<file path="src/hdl/mem_read_pkg.sv">
/*
 * memory read stage shared definitions
 * widths, operand typedefs, size and stack codes, dcache states, size_bytes()
 */
package mem_read_pkg;

    localparam int DADDRW    = 32;                       // data memory address width
    localparam int DDATAW    = 64;                       // data memory word width
    localparam int ADT_DEPTH = 4;                        // dependency table entries
    localparam int ADT_PTRW  = $clog2(ADT_DEPTH);        // head/tail pointer
    localparam int ADT_CNTW  = $clog2(ADT_DEPTH + 1);    // 0..ADT_DEPTH

    typedef logic [DADDRW-1:0] addr_t;
    typedef logic [DDATAW-1:0] data_t;     // operand value or memory word
    typedef logic [2:0]        size_t;     // operand size code
    typedef logic [2:0]        reg_t;      // register number
    typedef logic [1:0]        stack_op_t;
    typedef logic [31:0]       pc_t;
    typedef logic [15:0]       opcode_t;

    // size codes, 6 and 7 count as none
    localparam size_t SIZE_NONE = 3'd0;
    localparam size_t SIZE_8    = 3'd1;
    localparam size_t SIZE_16   = 3'd2;
    localparam size_t SIZE_32   = 3'd3;
    localparam size_t SIZE_48   = 3'd4;
    localparam size_t SIZE_64   = 3'd5;

    localparam stack_op_t STACK_PUSH = 2'b01;   // other codes are not a push

    typedef enum logic [2:0] {IDLE, REQ, WAIT, DONE, DRAIN} dcache_state_e;

    // byte count of an operand size code
    function automatic logic [3:0] size_bytes(size_t size);
        case (size)
            SIZE_NONE: return 4'd0;
            SIZE_8:    return 4'd1;
            SIZE_16:   return 4'd2;
            SIZE_32:   return 4'd4;
            SIZE_48:   return 4'd6;
            SIZE_64:   return 4'd8;
            default:   return 4'd0;   // unused codes
        endcase
    endfunction

endpackage

</file>
<file path="src/hdl/dcache_if.sv">
/*
 * stage control to dcache interface handshake
 * master drives the read, slave reports progress and data
 */
`timescale 1ns/1ps

interface dcache_if (
    input logic clk,
    input logic rst
);

    logic                start;     // level, read wanted and not halted
    mem_read_pkg::addr_t address;   // latched by the slave on start
    logic                consume;   // instruction taken downstream
    logic                busy;      // request or response outstanding
    logic                done;      // data captured and held
    mem_read_pkg::data_t data;

    // control side, clk/rst only for its checks
    modport master (
        input  clk, rst, busy, done, data,
        output start, address, consume
    );

    modport slave (
        input  start, address, consume,
        output busy, done, data
    );

endinterface

</file>
<file path="src/hdl/dep_if.sv">
/*
 * stage control to address dependency table
 * push of destination addresses and two overlap compares
 */
`timescale 1ns/1ps

interface dep_if;

    logic                push;           // accepted instr with address dest
    mem_read_pkg::addr_t push_address;
    mem_read_pkg::size_t size;           // shared by push and both compares
    mem_read_pkg::addr_t cmp0_address;   // operand a effective address
    mem_read_pkg::addr_t cmp1_address;   // op1 low word
    logic                cmp0_hit;
    logic                cmp1_hit;

    modport ctrl (
        output push, push_address, size, cmp0_address, cmp1_address,
        input  cmp0_hit, cmp1_hit
    );

    // table side
    modport tbl (
        input  push, push_address, size, cmp0_address, cmp1_address,
        output cmp0_hit, cmp1_hit
    );

endinterface

</file>
<file path="src/hdl/memory_read_ctrl.sv">
/*
 * memory read stage control
 * operand select, stack push override, read data masking, halt, valid/ready join
 */
`timescale 1ns/1ps

module memory_read_ctrl (
    input  logic                    a_valid,
    output logic                    a_ready,
    input  mem_read_pkg::size_t     a_size,
    input  mem_read_pkg::data_t     a_op0,
    input  mem_read_pkg::data_t     a_op1,
    input  mem_read_pkg::reg_t      a_op0_reg,
    input  logic                    a_op0_is_address,
    input  logic                    a_op0_is_reg,
    input  logic                    a_op1_is_address,
    input  mem_read_pkg::stack_op_t a_stack_op,
    input  mem_read_pkg::addr_t     a_stack_address,
    input  mem_read_pkg::pc_t       a_pc,
    input  mem_read_pkg::opcode_t   a_opcode,
    output logic                    e_valid,
    input  logic                    e_ready,
    output mem_read_pkg::size_t     e_size,
    output mem_read_pkg::data_t     e_op_a,
    output mem_read_pkg::data_t     e_op_b,
    output mem_read_pkg::reg_t      e_op_a_reg,
    output mem_read_pkg::addr_t     e_op_a_address,
    output logic                    e_op_a_is_address,
    output logic                    e_op_a_is_reg,
    output mem_read_pkg::addr_t     e_op_b_address,
    output logic                    e_op_b_is_address,
    output mem_read_pkg::addr_t     e_stack_ptr,
    output mem_read_pkg::stack_op_t e_stack_op,
    output mem_read_pkg::pc_t       e_pc,
    output mem_read_pkg::opcode_t   e_opcode,
    dcache_if.master                dc,
    dep_if.ctrl                     dep
);

    // zero-extend memory word to operand size
    function automatic mem_read_pkg::data_t mask_to_size(mem_read_pkg::data_t d,
                                                         mem_read_pkg::size_t size);
        case (size)
            mem_read_pkg::SIZE_8:  return {56'h0, d[7:0]};
            mem_read_pkg::SIZE_16: return {48'h0, d[15:0]};
            mem_read_pkg::SIZE_32: return {32'h0, d[31:0]};
            mem_read_pkg::SIZE_48: return {16'h0, d[47:0]};
            mem_read_pkg::SIZE_64: return d;
            default:               return '0;   // none and unused codes
        endcase
    endfunction

    logic                stack_push;
    logic                op_a_is_address;
    mem_read_pkg::addr_t op_a_address;
    logic                read_needed;
    logic                read_ok;
    logic                halt;
    mem_read_pkg::data_t read_data;

    // push forces stack address in as destination
    assign stack_push      = (a_stack_op == mem_read_pkg::STACK_PUSH);
    assign op_a_address    = stack_push ? a_stack_address : a_op0[mem_read_pkg::DADDRW-1:0];
    assign op_a_is_address = a_op0_is_address | stack_push;

    // dependency table
    assign dep.push         = e_valid & e_ready & op_a_is_address;   // record on accept
    assign dep.push_address = op_a_address;
    assign dep.size         = a_size;
    assign dep.cmp0_address = op_a_address;
    assign dep.cmp1_address = a_op1[mem_read_pkg::DADDRW-1:0];

    assign halt = (dep.cmp0_hit & op_a_is_address) | (dep.cmp1_hit & a_op1_is_address);

    // only real operand addresses read memory, not the push slot
    assign read_needed = a_op0_is_address | a_op1_is_address;
    assign read_ok     = ~read_needed | dc.done;

    assign dc.start   = a_valid & read_needed & ~halt;
    assign dc.address = a_op0_is_address ? a_op0[mem_read_pkg::DADDRW-1:0]
                                         : a_op1[mem_read_pkg::DADDRW-1:0];
    assign dc.consume = e_valid & e_ready;

    // no pipe register, valid/ready go straight through
    assign e_valid = a_valid & ~halt & read_ok;
    assign a_ready = ~halt & read_ok & e_ready;

    assign read_data = mask_to_size(dc.data, a_size);
    assign e_op_a    = a_op0_is_address ? read_data : a_op0;
    assign e_op_b    = a_op1_is_address ? read_data : a_op1;

    assign e_size            = a_size;
    assign e_op_a_reg        = a_op0_reg;
    assign e_op_a_address    = op_a_address;
    assign e_op_a_is_address = op_a_is_address;
    assign e_op_a_is_reg     = a_op0_is_reg;
    assign e_op_b_address    = a_op1[mem_read_pkg::DADDRW-1:0];
    assign e_op_b_is_address = a_op1_is_address;
    assign e_stack_ptr       = a_stack_address;
    assign e_stack_op        = a_stack_op;
    assign e_pc              = a_pc;
    assign e_opcode          = a_opcode;

    // an issued read is never caught by a later table entry,
    // so e_valid in DONE cannot come up halted
    a_issued_not_halted: assert property (
        @(posedge dc.clk) disable iff (dc.rst)
        (dc.busy || dc.done) |-> !halt
    );

endmodule

</file>
<file path="src/hdl/dcache_interface.sv">
/*
 * dcache interface FSM
 * issues one memory read, captures the data, holds it until consumed
 */
`timescale 1ns/1ps

module dcache_interface (
    input  logic                clk,
    input  logic                rst,
    input  logic                flush,
    dcache_if.slave             dc,
    output logic                rmem_valid,
    input  logic                rmem_ready,
    output mem_read_pkg::addr_t rmem_address,
    input  logic                rmem_dp_valid,
    output logic                rmem_dp_ready,
    input  mem_read_pkg::data_t rmem_dp_read_data
);

    mem_read_pkg::dcache_state_e state;
    mem_read_pkg::dcache_state_e state_nxt;
    mem_read_pkg::addr_t         addr_q;   // request address
    mem_read_pkg::data_t         data_q;   // captured response

    always_comb begin
        state_nxt = state;
        case (state)
            mem_read_pkg::IDLE: begin
                if (dc.start && !flush)
                    state_nxt = mem_read_pkg::REQ;
            end
            mem_read_pkg::REQ: begin
                if (rmem_ready)   // accepted, a response is now owed
                    state_nxt = flush ? mem_read_pkg::DRAIN : mem_read_pkg::WAIT;
                else if (flush)
                    state_nxt = mem_read_pkg::IDLE;
            end
            mem_read_pkg::WAIT: begin
                if (rmem_dp_valid)
                    state_nxt = flush ? mem_read_pkg::IDLE : mem_read_pkg::DONE;
                else if (flush)
                    state_nxt = mem_read_pkg::DRAIN;
            end
            mem_read_pkg::DONE: begin
                if (dc.consume || flush)   // hold under back-pressure
                    state_nxt = mem_read_pkg::IDLE;
            end
            mem_read_pkg::DRAIN: begin
                if (rmem_dp_valid)   // response thrown away
                    state_nxt = mem_read_pkg::IDLE;
            end
            default: state_nxt = mem_read_pkg::IDLE;
        endcase
    end

    always_ff @(posedge clk) begin
        if (rst)
            state <= mem_read_pkg::IDLE;
        else
            state <= state_nxt;
    end

    always_ff @(posedge clk) begin
        if (state == mem_read_pkg::IDLE && dc.start)
            addr_q <= dc.address;
        if (state == mem_read_pkg::WAIT && rmem_dp_valid)
            data_q <= rmem_dp_read_data;
    end

    assign rmem_valid    = (state == mem_read_pkg::REQ);
    assign rmem_address  = addr_q;
    assign rmem_dp_ready = (state == mem_read_pkg::WAIT) || (state == mem_read_pkg::DRAIN);

    assign dc.busy = (state == mem_read_pkg::REQ) || (state == mem_read_pkg::WAIT);
    assign dc.done = (state == mem_read_pkg::DONE);
    assign dc.data = data_q;

    // request address held until the memory takes it
    a_addr_stable: assert property (
        @(posedge clk) disable iff (rst)
        rmem_valid && !rmem_ready |=> $stable(rmem_address)
    );

    // one read in flight, a response only comes while one is owed
    a_one_in_flight: assert property (
        @(posedge clk) disable iff (rst)
        rmem_dp_valid |-> rmem_dp_ready
    );

endmodule

</file>
<file path="src/hdl/address_dependency_table.sv">
/*
 * address dependency table
 * circular store-address buffer, oldest-first pop, flush, two overlap compares
 */
`timescale 1ns/1ps

module address_dependency_table (
    input  logic clk,
    input  logic rst,
    input  logic flush,
    input  logic pop,   // write-back retired a memory write
    dep_if.tbl   dep
);

    logic [mem_read_pkg::ADT_DEPTH-1:0] ent_valid;
    mem_read_pkg::addr_t                ent_addr [mem_read_pkg::ADT_DEPTH];
    mem_read_pkg::size_t                ent_size [mem_read_pkg::ADT_DEPTH];
    logic [mem_read_pkg::ADT_PTRW-1:0]  head;    // oldest entry
    logic [mem_read_pkg::ADT_PTRW-1:0]  tail;    // next free slot
    logic [mem_read_pkg::ADT_CNTW-1:0]  count;

    // byte ranges [a, a+na) and [b, b+nb) share a byte
    function automatic logic overlap(mem_read_pkg::addr_t a, mem_read_pkg::size_t a_size,
                                     mem_read_pkg::addr_t b, mem_read_pkg::size_t b_size);
        logic [3:0]                    a_len;
        logic [3:0]                    b_len;
        logic [mem_read_pkg::DADDRW:0] a_end;   // one extra bit, no wrap
        logic [mem_read_pkg::DADDRW:0] b_end;
        a_len = mem_read_pkg::size_bytes(a_size);
        b_len = mem_read_pkg::size_bytes(b_size);
        a_end = {1'b0, a} + a_len;
        b_end = {1'b0, b} + b_len;
        return (a_len != 0) && (b_len != 0) && ({1'b0, a} < b_end) && ({1'b0, b} < a_end);
    endfunction

    always_ff @(posedge clk) begin
        if (rst || flush) begin
            ent_valid <= '0;
            head      <= '0;
            tail      <= '0;
            count     <= '0;
        end else begin
            if (pop) begin
                ent_valid[head] <= 1'b0;
                head            <= head + 1'b1;
            end
            if (dep.push) begin   // after pop, so push wins on a shared slot
                ent_valid[tail] <= 1'b1;
                tail            <= tail + 1'b1;
            end
            case ({dep.push, pop})
                2'b10:   count <= count + 1'b1;
                2'b01:   count <= count - 1'b1;
                default: count <= count;   // none, or both
            endcase
        end
    end

    // payload, no reset
    always_ff @(posedge clk) begin
        if (dep.push) begin
            ent_addr[tail] <= dep.push_address;
            ent_size[tail] <= dep.size;
        end
    end

    always_comb begin
        dep.cmp0_hit = 1'b0;
        dep.cmp1_hit = 1'b0;
        for (int i = 0; i < mem_read_pkg::ADT_DEPTH; i++) begin
            if (ent_valid[i] && overlap(ent_addr[i], ent_size[i], dep.cmp0_address, dep.size))
                dep.cmp0_hit = 1'b1;
            if (ent_valid[i] && overlap(ent_addr[i], ent_size[i], dep.cmp1_address, dep.size))
                dep.cmp1_hit = 1'b1;
        end
    end

    a_no_push_full: assert property (
        @(posedge clk) disable iff (rst || flush)
        dep.push |-> count != mem_read_pkg::ADT_DEPTH
    );

    a_no_pop_empty: assert property (
        @(posedge clk) disable iff (rst || flush)
        pop |-> count != 0
    );

endmodule

</file>
<file path="src/hdl/memory_read_top.sv">
/*
 * memory read stage top level
 * control, dcache interface and dependency table joined by two interfaces
 */
`timescale 1ns/1ps

module memory_read_top (
    input  logic                    clk,
    input  logic                    rst,
    input  logic                    flush,
    input  logic                    wb_valid,
    input  logic                    wb_ready,
    input  logic                    wb_to_memory,
    input  logic                    a_valid,
    output logic                    a_ready,
    input  mem_read_pkg::size_t     a_size,
    input  mem_read_pkg::data_t     a_op0,
    input  mem_read_pkg::data_t     a_op1,
    input  mem_read_pkg::reg_t      a_op0_reg,
    input  logic                    a_op0_is_address,
    input  logic                    a_op0_is_reg,
    input  logic                    a_op1_is_address,
    input  mem_read_pkg::stack_op_t a_stack_op,
    input  mem_read_pkg::addr_t     a_stack_address,
    input  mem_read_pkg::pc_t       a_pc,
    input  mem_read_pkg::opcode_t   a_opcode,
    output logic                    e_valid,
    input  logic                    e_ready,
    output mem_read_pkg::size_t     e_size,
    output mem_read_pkg::data_t     e_op_a,
    output mem_read_pkg::data_t     e_op_b,
    output mem_read_pkg::reg_t      e_op_a_reg,
    output mem_read_pkg::addr_t     e_op_a_address,
    output logic                    e_op_a_is_address,
    output logic                    e_op_a_is_reg,
    output mem_read_pkg::addr_t     e_op_b_address,
    output logic                    e_op_b_is_address,
    output mem_read_pkg::addr_t     e_stack_ptr,
    output mem_read_pkg::stack_op_t e_stack_op,
    output mem_read_pkg::pc_t       e_pc,
    output mem_read_pkg::opcode_t   e_opcode,
    output logic                    rmem_valid,
    input  logic                    rmem_ready,
    output mem_read_pkg::addr_t     rmem_address,
    input  logic                    rmem_dp_valid,
    output logic                    rmem_dp_ready,
    input  mem_read_pkg::data_t     rmem_dp_read_data
);

    logic wb_pop;   // retire of a memory write frees oldest entry

    assign wb_pop = wb_valid & wb_ready & wb_to_memory;

    dcache_if u_dc_if (.clk(clk), .rst(rst));
    dep_if    u_dep_if ();

    memory_read_ctrl u_ctrl (
        .a_valid, .a_ready, .a_size, .a_op0, .a_op1, .a_op0_reg,
        .a_op0_is_address, .a_op0_is_reg, .a_op1_is_address,
        .a_stack_op, .a_stack_address, .a_pc, .a_opcode,
        .e_valid, .e_ready, .e_size, .e_op_a, .e_op_b, .e_op_a_reg,
        .e_op_a_address, .e_op_a_is_address, .e_op_a_is_reg,
        .e_op_b_address, .e_op_b_is_address, .e_stack_ptr, .e_stack_op,
        .e_pc, .e_opcode,
        .dc  (u_dc_if.master),
        .dep (u_dep_if.ctrl)
    );

    dcache_interface u_dcache (
        .clk, .rst, .flush,
        .dc  (u_dc_if.slave),
        .rmem_valid, .rmem_ready, .rmem_address,
        .rmem_dp_valid, .rmem_dp_ready, .rmem_dp_read_data
    );

    address_dependency_table u_adt (
        .clk, .rst, .flush,
        .pop (wb_pop),
        .dep (u_dep_if.tbl)
    );

endmodule

</file>
<file path="config.mk">
export PLATFORM = sky130hd
export DESIGN_NAME = memory_read_top
export DESIGN_NICKNAME = d
export VERILOG_FILES = /design/src/hdl/mem_read_pkg.sv /design/src/hdl/dcache_if.sv /design/src/hdl/dep_if.sv /design/src/hdl/memory_read_ctrl.sv /design/src/hdl/dcache_interface.sv /design/src/hdl/address_dependency_table.sv /design/src/hdl/memory_read_top.sv
export SDC_FILE = /design/constraint.sdc
export NUM_CORES = 1
export LEC_CHECK = 0
export ABC_AREA = 0
export CAP_MARGIN = 0
export CORE_AREA = 2 2 240 242
export DETAILED_ROUTE_END_ITERATION = 8
export DIE_AREA = 0 0 242 244
export DONT_BUFFER_PORTS = 1
export GPL_TIMING_DRIVEN = 1
export HOLD_SLACK_MARGIN = 0.12
export PLACE_DENSITY = 0.63
export SYNTH_ARGS = -nofsm -noshare
export SYNTH_HDL_FRONTEND = slang
export SYNTH_HIERARCHICAL = 1
export SYNTH_SLANG_ARGS = --single-unit
</file>
<file path="constraint.sdc">
create_clock -name clk -period 26.4 [get_ports clk]
set_clock_uncertainty 0.05 [all_clocks]
set_input_delay 1.32 -clock clk [delete_from_list [all_inputs] [get_ports clk]]
set_output_delay 1.32 -clock clk [all_outputs]
set_load 0.005 [all_outputs]
</file>
---- Yosys cells after proc, flatten, opt, wreduce, memory -nomap -nowiden ----
Memory sizes are Yosys's and may differ from the RTL's.
Index checks and enable logic that the tools add are counted.
cells by class
  shift-type cells ........................ 0
  multipliers ............................. 0
  bitwise logic cells ..................... 21
  reduce and logical (&&, ||, !) cells .... 44
  divide/modulo/power cells ............... 0
  add/subtract/negate cells ............... 8
  order comparisons ....................... 20
  mux-type cells .......................... 37
  equal/unequal tests ..................... 35
operators with widths
  operator                                                            number
  < comparator 32 x 33 -> 1 bit                                       16
  one-hot mux 64 bit (5 select lines)                                 1
  adder 32 x 4 -> 33 bit                                              6
  two-way mux 64 bit                                                  2
  one-hot mux 4 bit (5 select lines)                                  5
  two-way mux 32 bit                                                  2
  equality test 3 x 2 -> 1 bit (second input constant)                12
  equality test 3 bit (second input constant)                         11
  logical AND 1 bit                                                   33
  two-way mux 3 bit                                                   8
  nonzero test 4 bit                                                  5
  equality test 3 x 1 -> 1 bit (second input constant)                6
  one-hot mux 3 bit (5 select lines)                                  1
  bitwise AND 1 bit                                                   12
  two-way mux 1 bit                                                   12
  two-way mux 4 bit                                                   3
  < comparator 2 x 3 -> 1 bit (second input constant)                 2
  AND reduction 5 bit                                                 1
  adder 2 x 1 -> 2 bit (second input constant)                        2
  bitwise AND 4 bit                                                   1
  demux 1 bit (select 2 bit)                                          2
  greater-or-equal comparator 2 x 1 -> 1 bit (second input constant)  2
  inequality test 2 x 1 -> 1 bit (second input constant)              2
  NOT 4 bit                                                           1
  other kinds (11)                                                    17
word-level totals
  ROM bits ................................ 0
  input port bits ......................... 293
  memories kept ........................... 2
  register bits after elaboration ......... 107
  logic and storage cells ................. 173
  bits in writable memories ............... 140
  bits in latches ......................... 0
memory list
  name            depth  bits a word  read ports  clocked after memory_dff  wr ports  line                            text
  u_adt.ent_addr  4      32           4           0                         1         address_dependency_table.sv:16  mem_read_pkg::addr_t ent_addr [mem_read_pkg::ADT_DEPTH];
  u_adt.ent_size  4      3            4           0                         1         address_dependency_table.sv:17  mem_read_pkg::size_t ent_size [mem_read_pkg::ADT_DEPTH];

---- Longest topological paths before layout ----
An unclocked memory read counts as a cell.
  depth after elaboration ................. 21
  mapped depth ............................ 30
  gate-level depth less buffers ........... 28

---- Cells and area by module ----
Netlist, hierarchy kept.
modules (own cells, without submodules)
  module                    sequential area each (um^2)  cells each  area an instance (um^2)  instances
  address_dependency_table  4364.2                       2050        19342.3                  1
  memory_read_ctrl          0.0                          647         4493.1                   1
  dcache_interface          2942.8                       135         3183.1                   1
  memory_read_top           0.0                          1           6.3                      1

---- Worst setup path before layout ----
Ideal clock, no wire load.
  path kind ............................... input port to flip-flop
  start ................................... input port a_stack_op[0]
  end ..................................... register u_dcache.addr_q[0] (netlist: u_dcache/rmem_address[0]) (enable)
  slack ................................... 16702 ps
  stages .................................. 25
  library setup time ...................... 513 ps
  path buffers ............................ 2
  arrival ................................. 9135 ps
  data required time ...................... 25837 ps
  cells stage by stage .................... nor2b_1 -> buf_2 -> buf_2 -> mux2_2 -> ha_1 -> a21o_1 -> a21o_1 -> a21oi_1 -> nor2_1 -> nand3_1 -> nor2_1 -> nand4_1 -> xor2_1 -> ha_1 -> nand4_1 -> nor4_1 -> a22oi_1 -> o211ai_1 -> a41oi_1 -> o31ai_1 -> o22ai_1 -> a211o_1 -> o21a_1 -> nor3_1 -> nor4b_1
between the ends
  longest elaborated chain between the ends .. 16
  elaborated cells between the ends (all ways) .. 33
  those cells by class .................... add/sub (1); order compare (8); eq/ne (1); mux (5); bitwise (5); reduce/logical (13)
ends and longest elaborated chain
  what                            line                            text
  start, declared                 memory_read_top.sv:23           input mem_read_pkg::stack_op_t a_stack_op,
  equality test 2 x 1 -> 1 bit *  memory_read_ctrl.sv:62          assign stack_push = (a_stack_op == mem_read_pkg::STACK_PUSH);
  two-way mux 32 bit *            memory_read_ctrl.sv:63          assign op_a_address = stack_push ? a_stack_address : a_op0[mem_read_pkg::DADDRW-1:0];
  net u_dep_if.cmp0_address[1]    dep_if.sv:12                    mem_read_pkg::addr_t cmp0_address;
  adder 32 x 4 -> 33 bit          address_dependency_table.sv:32  b_end = {1'b0, b} + b_len;
  < comparator 32 x 33 -> 1 bit   address_dependency_table.sv:33  return (a_len != 0) && (b_len != 0) && ({1'b0, a} < b_end) && ({1'b0, b} < a_end);
  logical AND 1 bit (2 in a row)  address_dependency_table.sv:33
  logical AND 1 bit               address_dependency_table.sv:71  if (ent_valid[i] && overlap(ent_addr[i], ent_size[i], dep.cmp0_address, dep.size))
  two-way mux 1 bit (3 in a row)  address_dependency_table.sv:71
  two-way mux 1 bit *             address_dependency_table.sv:71
  net u_dep_if.cmp0_hit           dep_if.sv:14                    logic cmp0_hit;
  bitwise AND 1 bit *             memory_read_ctrl.sv:73          assign halt = (dep.cmp0_hit & op_a_is_address) | (dep.cmp1_hit & a_op1_is_address);
  bitwise OR 1 bit *              memory_read_ctrl.sv:73
  NOT 1 bit *                     memory_read_ctrl.sv:79          assign dc.start = a_valid & read_needed & ~halt;
  bitwise AND 1 bit *             memory_read_ctrl.sv:79
  net u_dc_if.start               dcache_if.sv:12                 logic start;
  logical AND 1 bit *             dcache_interface.sv:64          if (state == mem_read_pkg::IDLE && dc.start)
  end signal, assigned            dcache_interface.sv:65          addr_q <= dc.address;
  end, declared                   dcache_interface.sv:22          mem_read_pkg::addr_t addr_q;
Mark *: on every way through the listed nets, which the timed path passes. The rest lies on a longest branch.
A chain may end at the register's enable or synchronous reset.

---- Final worst setup path ----
  start ................................... input port a_size[1]
  end ..................................... output port e_valid
between the ends
  longest elaborated chain between the ends .. 16
  elaborated cells between the ends (all ways) .. 59
  those cells by class .................... add/sub (2); order compare (8); eq/ne (5); mux (9); bitwise (6); reduce/logical (29)
ends and longest elaborated chain
  what                                                                       line                                                            text
  start, declared                                                            memory_read_top.sv:16                                           input mem_read_pkg::size_t a_size,
  equality test 3 bit (tied with other cells)                                mem_read_pkg.sv:35                                              case (size)
  one-hot mux 4 bit (5 select lines) *                                       mem_read_pkg.sv:35
  adder 32 x 4 -> 33 bit / nonzero test 4 bit (equally long branches)        address_dependency_table.sv:32, address_dependency_table.sv:33
  < comparator 32 x 33 -> 1 bit / logical AND 1 bit (equally long branches)  address_dependency_table.sv:33
  logical AND 1 bit (2 in a row)                                             address_dependency_table.sv:33
  logical AND 1 bit                                                          address_dependency_table.sv:73                                  if (ent_valid[i] && overlap(ent_addr[i], ent_size[i], dep.cmp1_address, dep.size))
  two-way mux 1 bit (3 in a row)                                             address_dependency_table.sv:73
  two-way mux 1 bit *                                                        address_dependency_table.sv:73
  net u_dep_if.cmp1_hit                                                      dep_if.sv:15                                                    logic cmp1_hit;
  bitwise AND 1 bit *                                                        memory_read_ctrl.sv:73
  bitwise OR 1 bit *                                                         memory_read_ctrl.sv:73
  NOT 1 bit *                                                                memory_read_ctrl.sv:85                                          assign e_valid = a_valid & ~halt & read_ok;
  bitwise AND 1 bit * (2 in a row)                                           memory_read_ctrl.sv:85
  end, declared                                                              memory_read_top.sv:27                                           output logic e_valid,
Marked as above.

==> metrics.md <==
| Metric | Value |
|---|---|
| Avg WL per Cell | around 38 µm |
| Initial antenna violation count | 55 |
| Ys Warns | 6 |
| F_max | 105.3 MHz |
| # resized after CTS | 0 |
| GP Congestion | 1.055 |
| Final Setup Violations | 0 |
| # DRC | 0 |
| Initial DRC count | about 2,200 |
| Worst Max-Slew Pin Slew | 1.405 ns |
| Footprint of the multi-input gates | 17,470 µm² |
| Leakage power | roughly 11 nW |
| Synth Area per Inst | 9.542 µm² |
| Fill cells | 5,340 |
| Final Hold Fails | 0 |
| Layout cells sized above 1 | between 6 and 7% |
| Post-route ant nets | 0 |
| Crit path required time | 25.03 ns |
| Synth-to-Final Area Change | 0.9216% |
| Fin crit period | 9.497 ns |
| Crit-path max FO | 18 |
| Number of I/O pins | 612 |
| Starting Density | 48.09% |
| Vias in the first global route | 21,996 |
| Floorplan die height | between 200 and 250 µm |
| Core region area | 56,170 µm² |
| Kind of critical path | in -> out |
| I/O Buffers | 0 |
| Postcts setup bufs | 0 |
| Outcome | complete, no violations |
| Routed vias | 22,704 |
| Worst relative slew slack | 5.361% |
| Drt pass-1 iters | 5 |
| CTS tree | yes |
| Max Cap Viol | 0 |
| Syn Nets | 3,658 |
| Hold_ws | 0.4422 ns |
| Crit end category | output port |
| Mapped Cells | between 2,000 and 3,000 |
| Total GRT Usage | 42.69% |
| Worst min-delay path class | reg -> reg |
| Clk_lat worst skew | 0.62 ns |
| # hold bufs at CTS | 0 |
| Grt total ovfl | 0 |
| Drt total wl | 129.8 mm |
| Row count | 87 |
| Post-Syn Area | roughly 27,000 µm² |
| Clk slew on worst S/H paths | around 0.06 ns |
| Die area | slightly below 60,000 µm² |
| PD cells | 43.16 nW/µm² |
| H-tree Lvls | 1 |
| Die Width | 242 µm |
| First-pass GRT wire length | 177.2 mm |
| Critical Path Source Type | input pin |
| Fin nets | 3,425 |
| Fin crit share | 35.97% |
| CP arrival | 8.13 ns |
| Via/cell ratio | about 6.7 |
| Final Max Tran Viols | 0 |
| Reg area | 7307 µm² |
| Maximum number of pins on one net before global-route repair | 135 |
| DP Wirelength | 107.5 mm |
| Clock root cell | clkbuf_16 |
| Peak VDD IR | 0.05438 mV |
| CTS sink count | ~250 |
| Num CTS Buffers | 31 |
| Clk buf depth | 3 |
| Setup_tns | 0 ns |
| RSZ-0062 raised after global routing | false |
-- placed cells by master, fill, tap and decap left out, drive strengths merged, types with 11 or more instances in the layout --
cell type / count
ha: 528
nand3: 125
dfxtp: 11
nor2b: 66
nor3: 28
nand4: 91
nand2: 200
o211ai: 22
a211oi: 34
mux2: 56
and3: 37
o21ai: 139
clkinv: 14
xnor2: 76
nor2: 151
a21o: 78
nor3b: 11
and4: 34
mux2i: 34
a21oi: 169
diode: 33
edfxtp: 236
clkbuf: 35
a22o: 17
nand2b: 23
buf: 11
a31o: 33
xor2: 113
a221oi: 11
o22ai: 12
inv: 77
-- power breakdown --
part	switching (W)	total [W]	internal [W]
combinational	0.000165	0.000252	0.0000870
clock	0.000185	0.000456	0.000271
sequential	0.0000195	0.000468	0.000449
-- final cells by class --
class	count	area share (%)
clock buffer	35	3.011
sequential	247	26.80
multi-input combinational	2229	64.09
inverter	78	1.074
tap	756	3.470
clock inverter	23	0.9455
antenna	33	0.3029
timing repair buffer	11	0.3029
-- routing by layer --
metal  GRT usage (%)  up-vias  part of all wire [%]
met4           38.25       22                    11
met3           14.21      475                    10
met2           69.25     1315                    44
li1                -    10036                     -
met1           44.21    10856                    34
met5               0        -                  0.11
-- state kept, by name (all words and copies together), names as in the netlist --
| register | count |
|---|---|
| u_adt/tail | 2 |
| u_adt/ent_addr | 128 |
| u_dcache/rmem_address | 32 |
| u_adt/ent_size | 12 |
| u_dcache/state | 3 |
| u_adt/head | 2 |
| u_dcache/dc.data | 64 |
| u_adt/ent_valid | 4 |
-- per-stage QoR --
stage / util, % / instance area (µm²) / cells / setup WS (ns) / total power, W
floorplan: - / 27010 / 2831 / 16.70 / 0.0006631
CTS: 48.39 / 27180 / 3379 / 17.08 / 0.001173
finish: 48.53 / 27260 / 3412 / 16.90 / 0.001177
global placement: 46.46 / 26100 / 3321 / 17.11 / 0.0007152
detailed placement: 46.46 / 26100 / 3321 / 16.99 / 0.0007190
global route: 48.51 / 27250 / 3406 / 16.59 / 0.001216
-- worst max-delay path, cell delays in order --
cell	delay, ns
nor3b_1	0.28
ha_1	0.24
inv_1	0.06
fa_1	0.41
inv_1	0.07
a21oi_1	0.09
o21bai_1	0.41
nor2b_1	0.42
nand2_1	0.19
or2_2	0.41
nor2_1	0.15
xnor2_1	0.20
ha_1	0.39
nand4_1	0.23
nor4_1	0.48
a22oi_1	0.14
o211ai_1	0.11
a31oi_1	0.08
o31ai_1	0.63
o22ai_1	0.17
a311o_1	0.49
nand2_1	0.15
nand2_1	0.11
a2111oi_0	0.88
-- path summary, 6_finish.rpt --
kind	startpoint	end	slack (ns)	cells past startpoint
setup / recovery	a_size[1]	e_valid	16.90	24
hold / removal	u_adt/ent_valid[2]	u_adt/ent_valid[2]	0.44	2
setup reg to reg	u_adt/ent_size[0][1]	u_adt/ent_addr[3][26]	17.60	25
hold reg to reg	u_adt/ent_valid[2]	u_adt/ent_valid[2]	0.44	2
No activity file was read; power rests on OpenSTA's default activity.
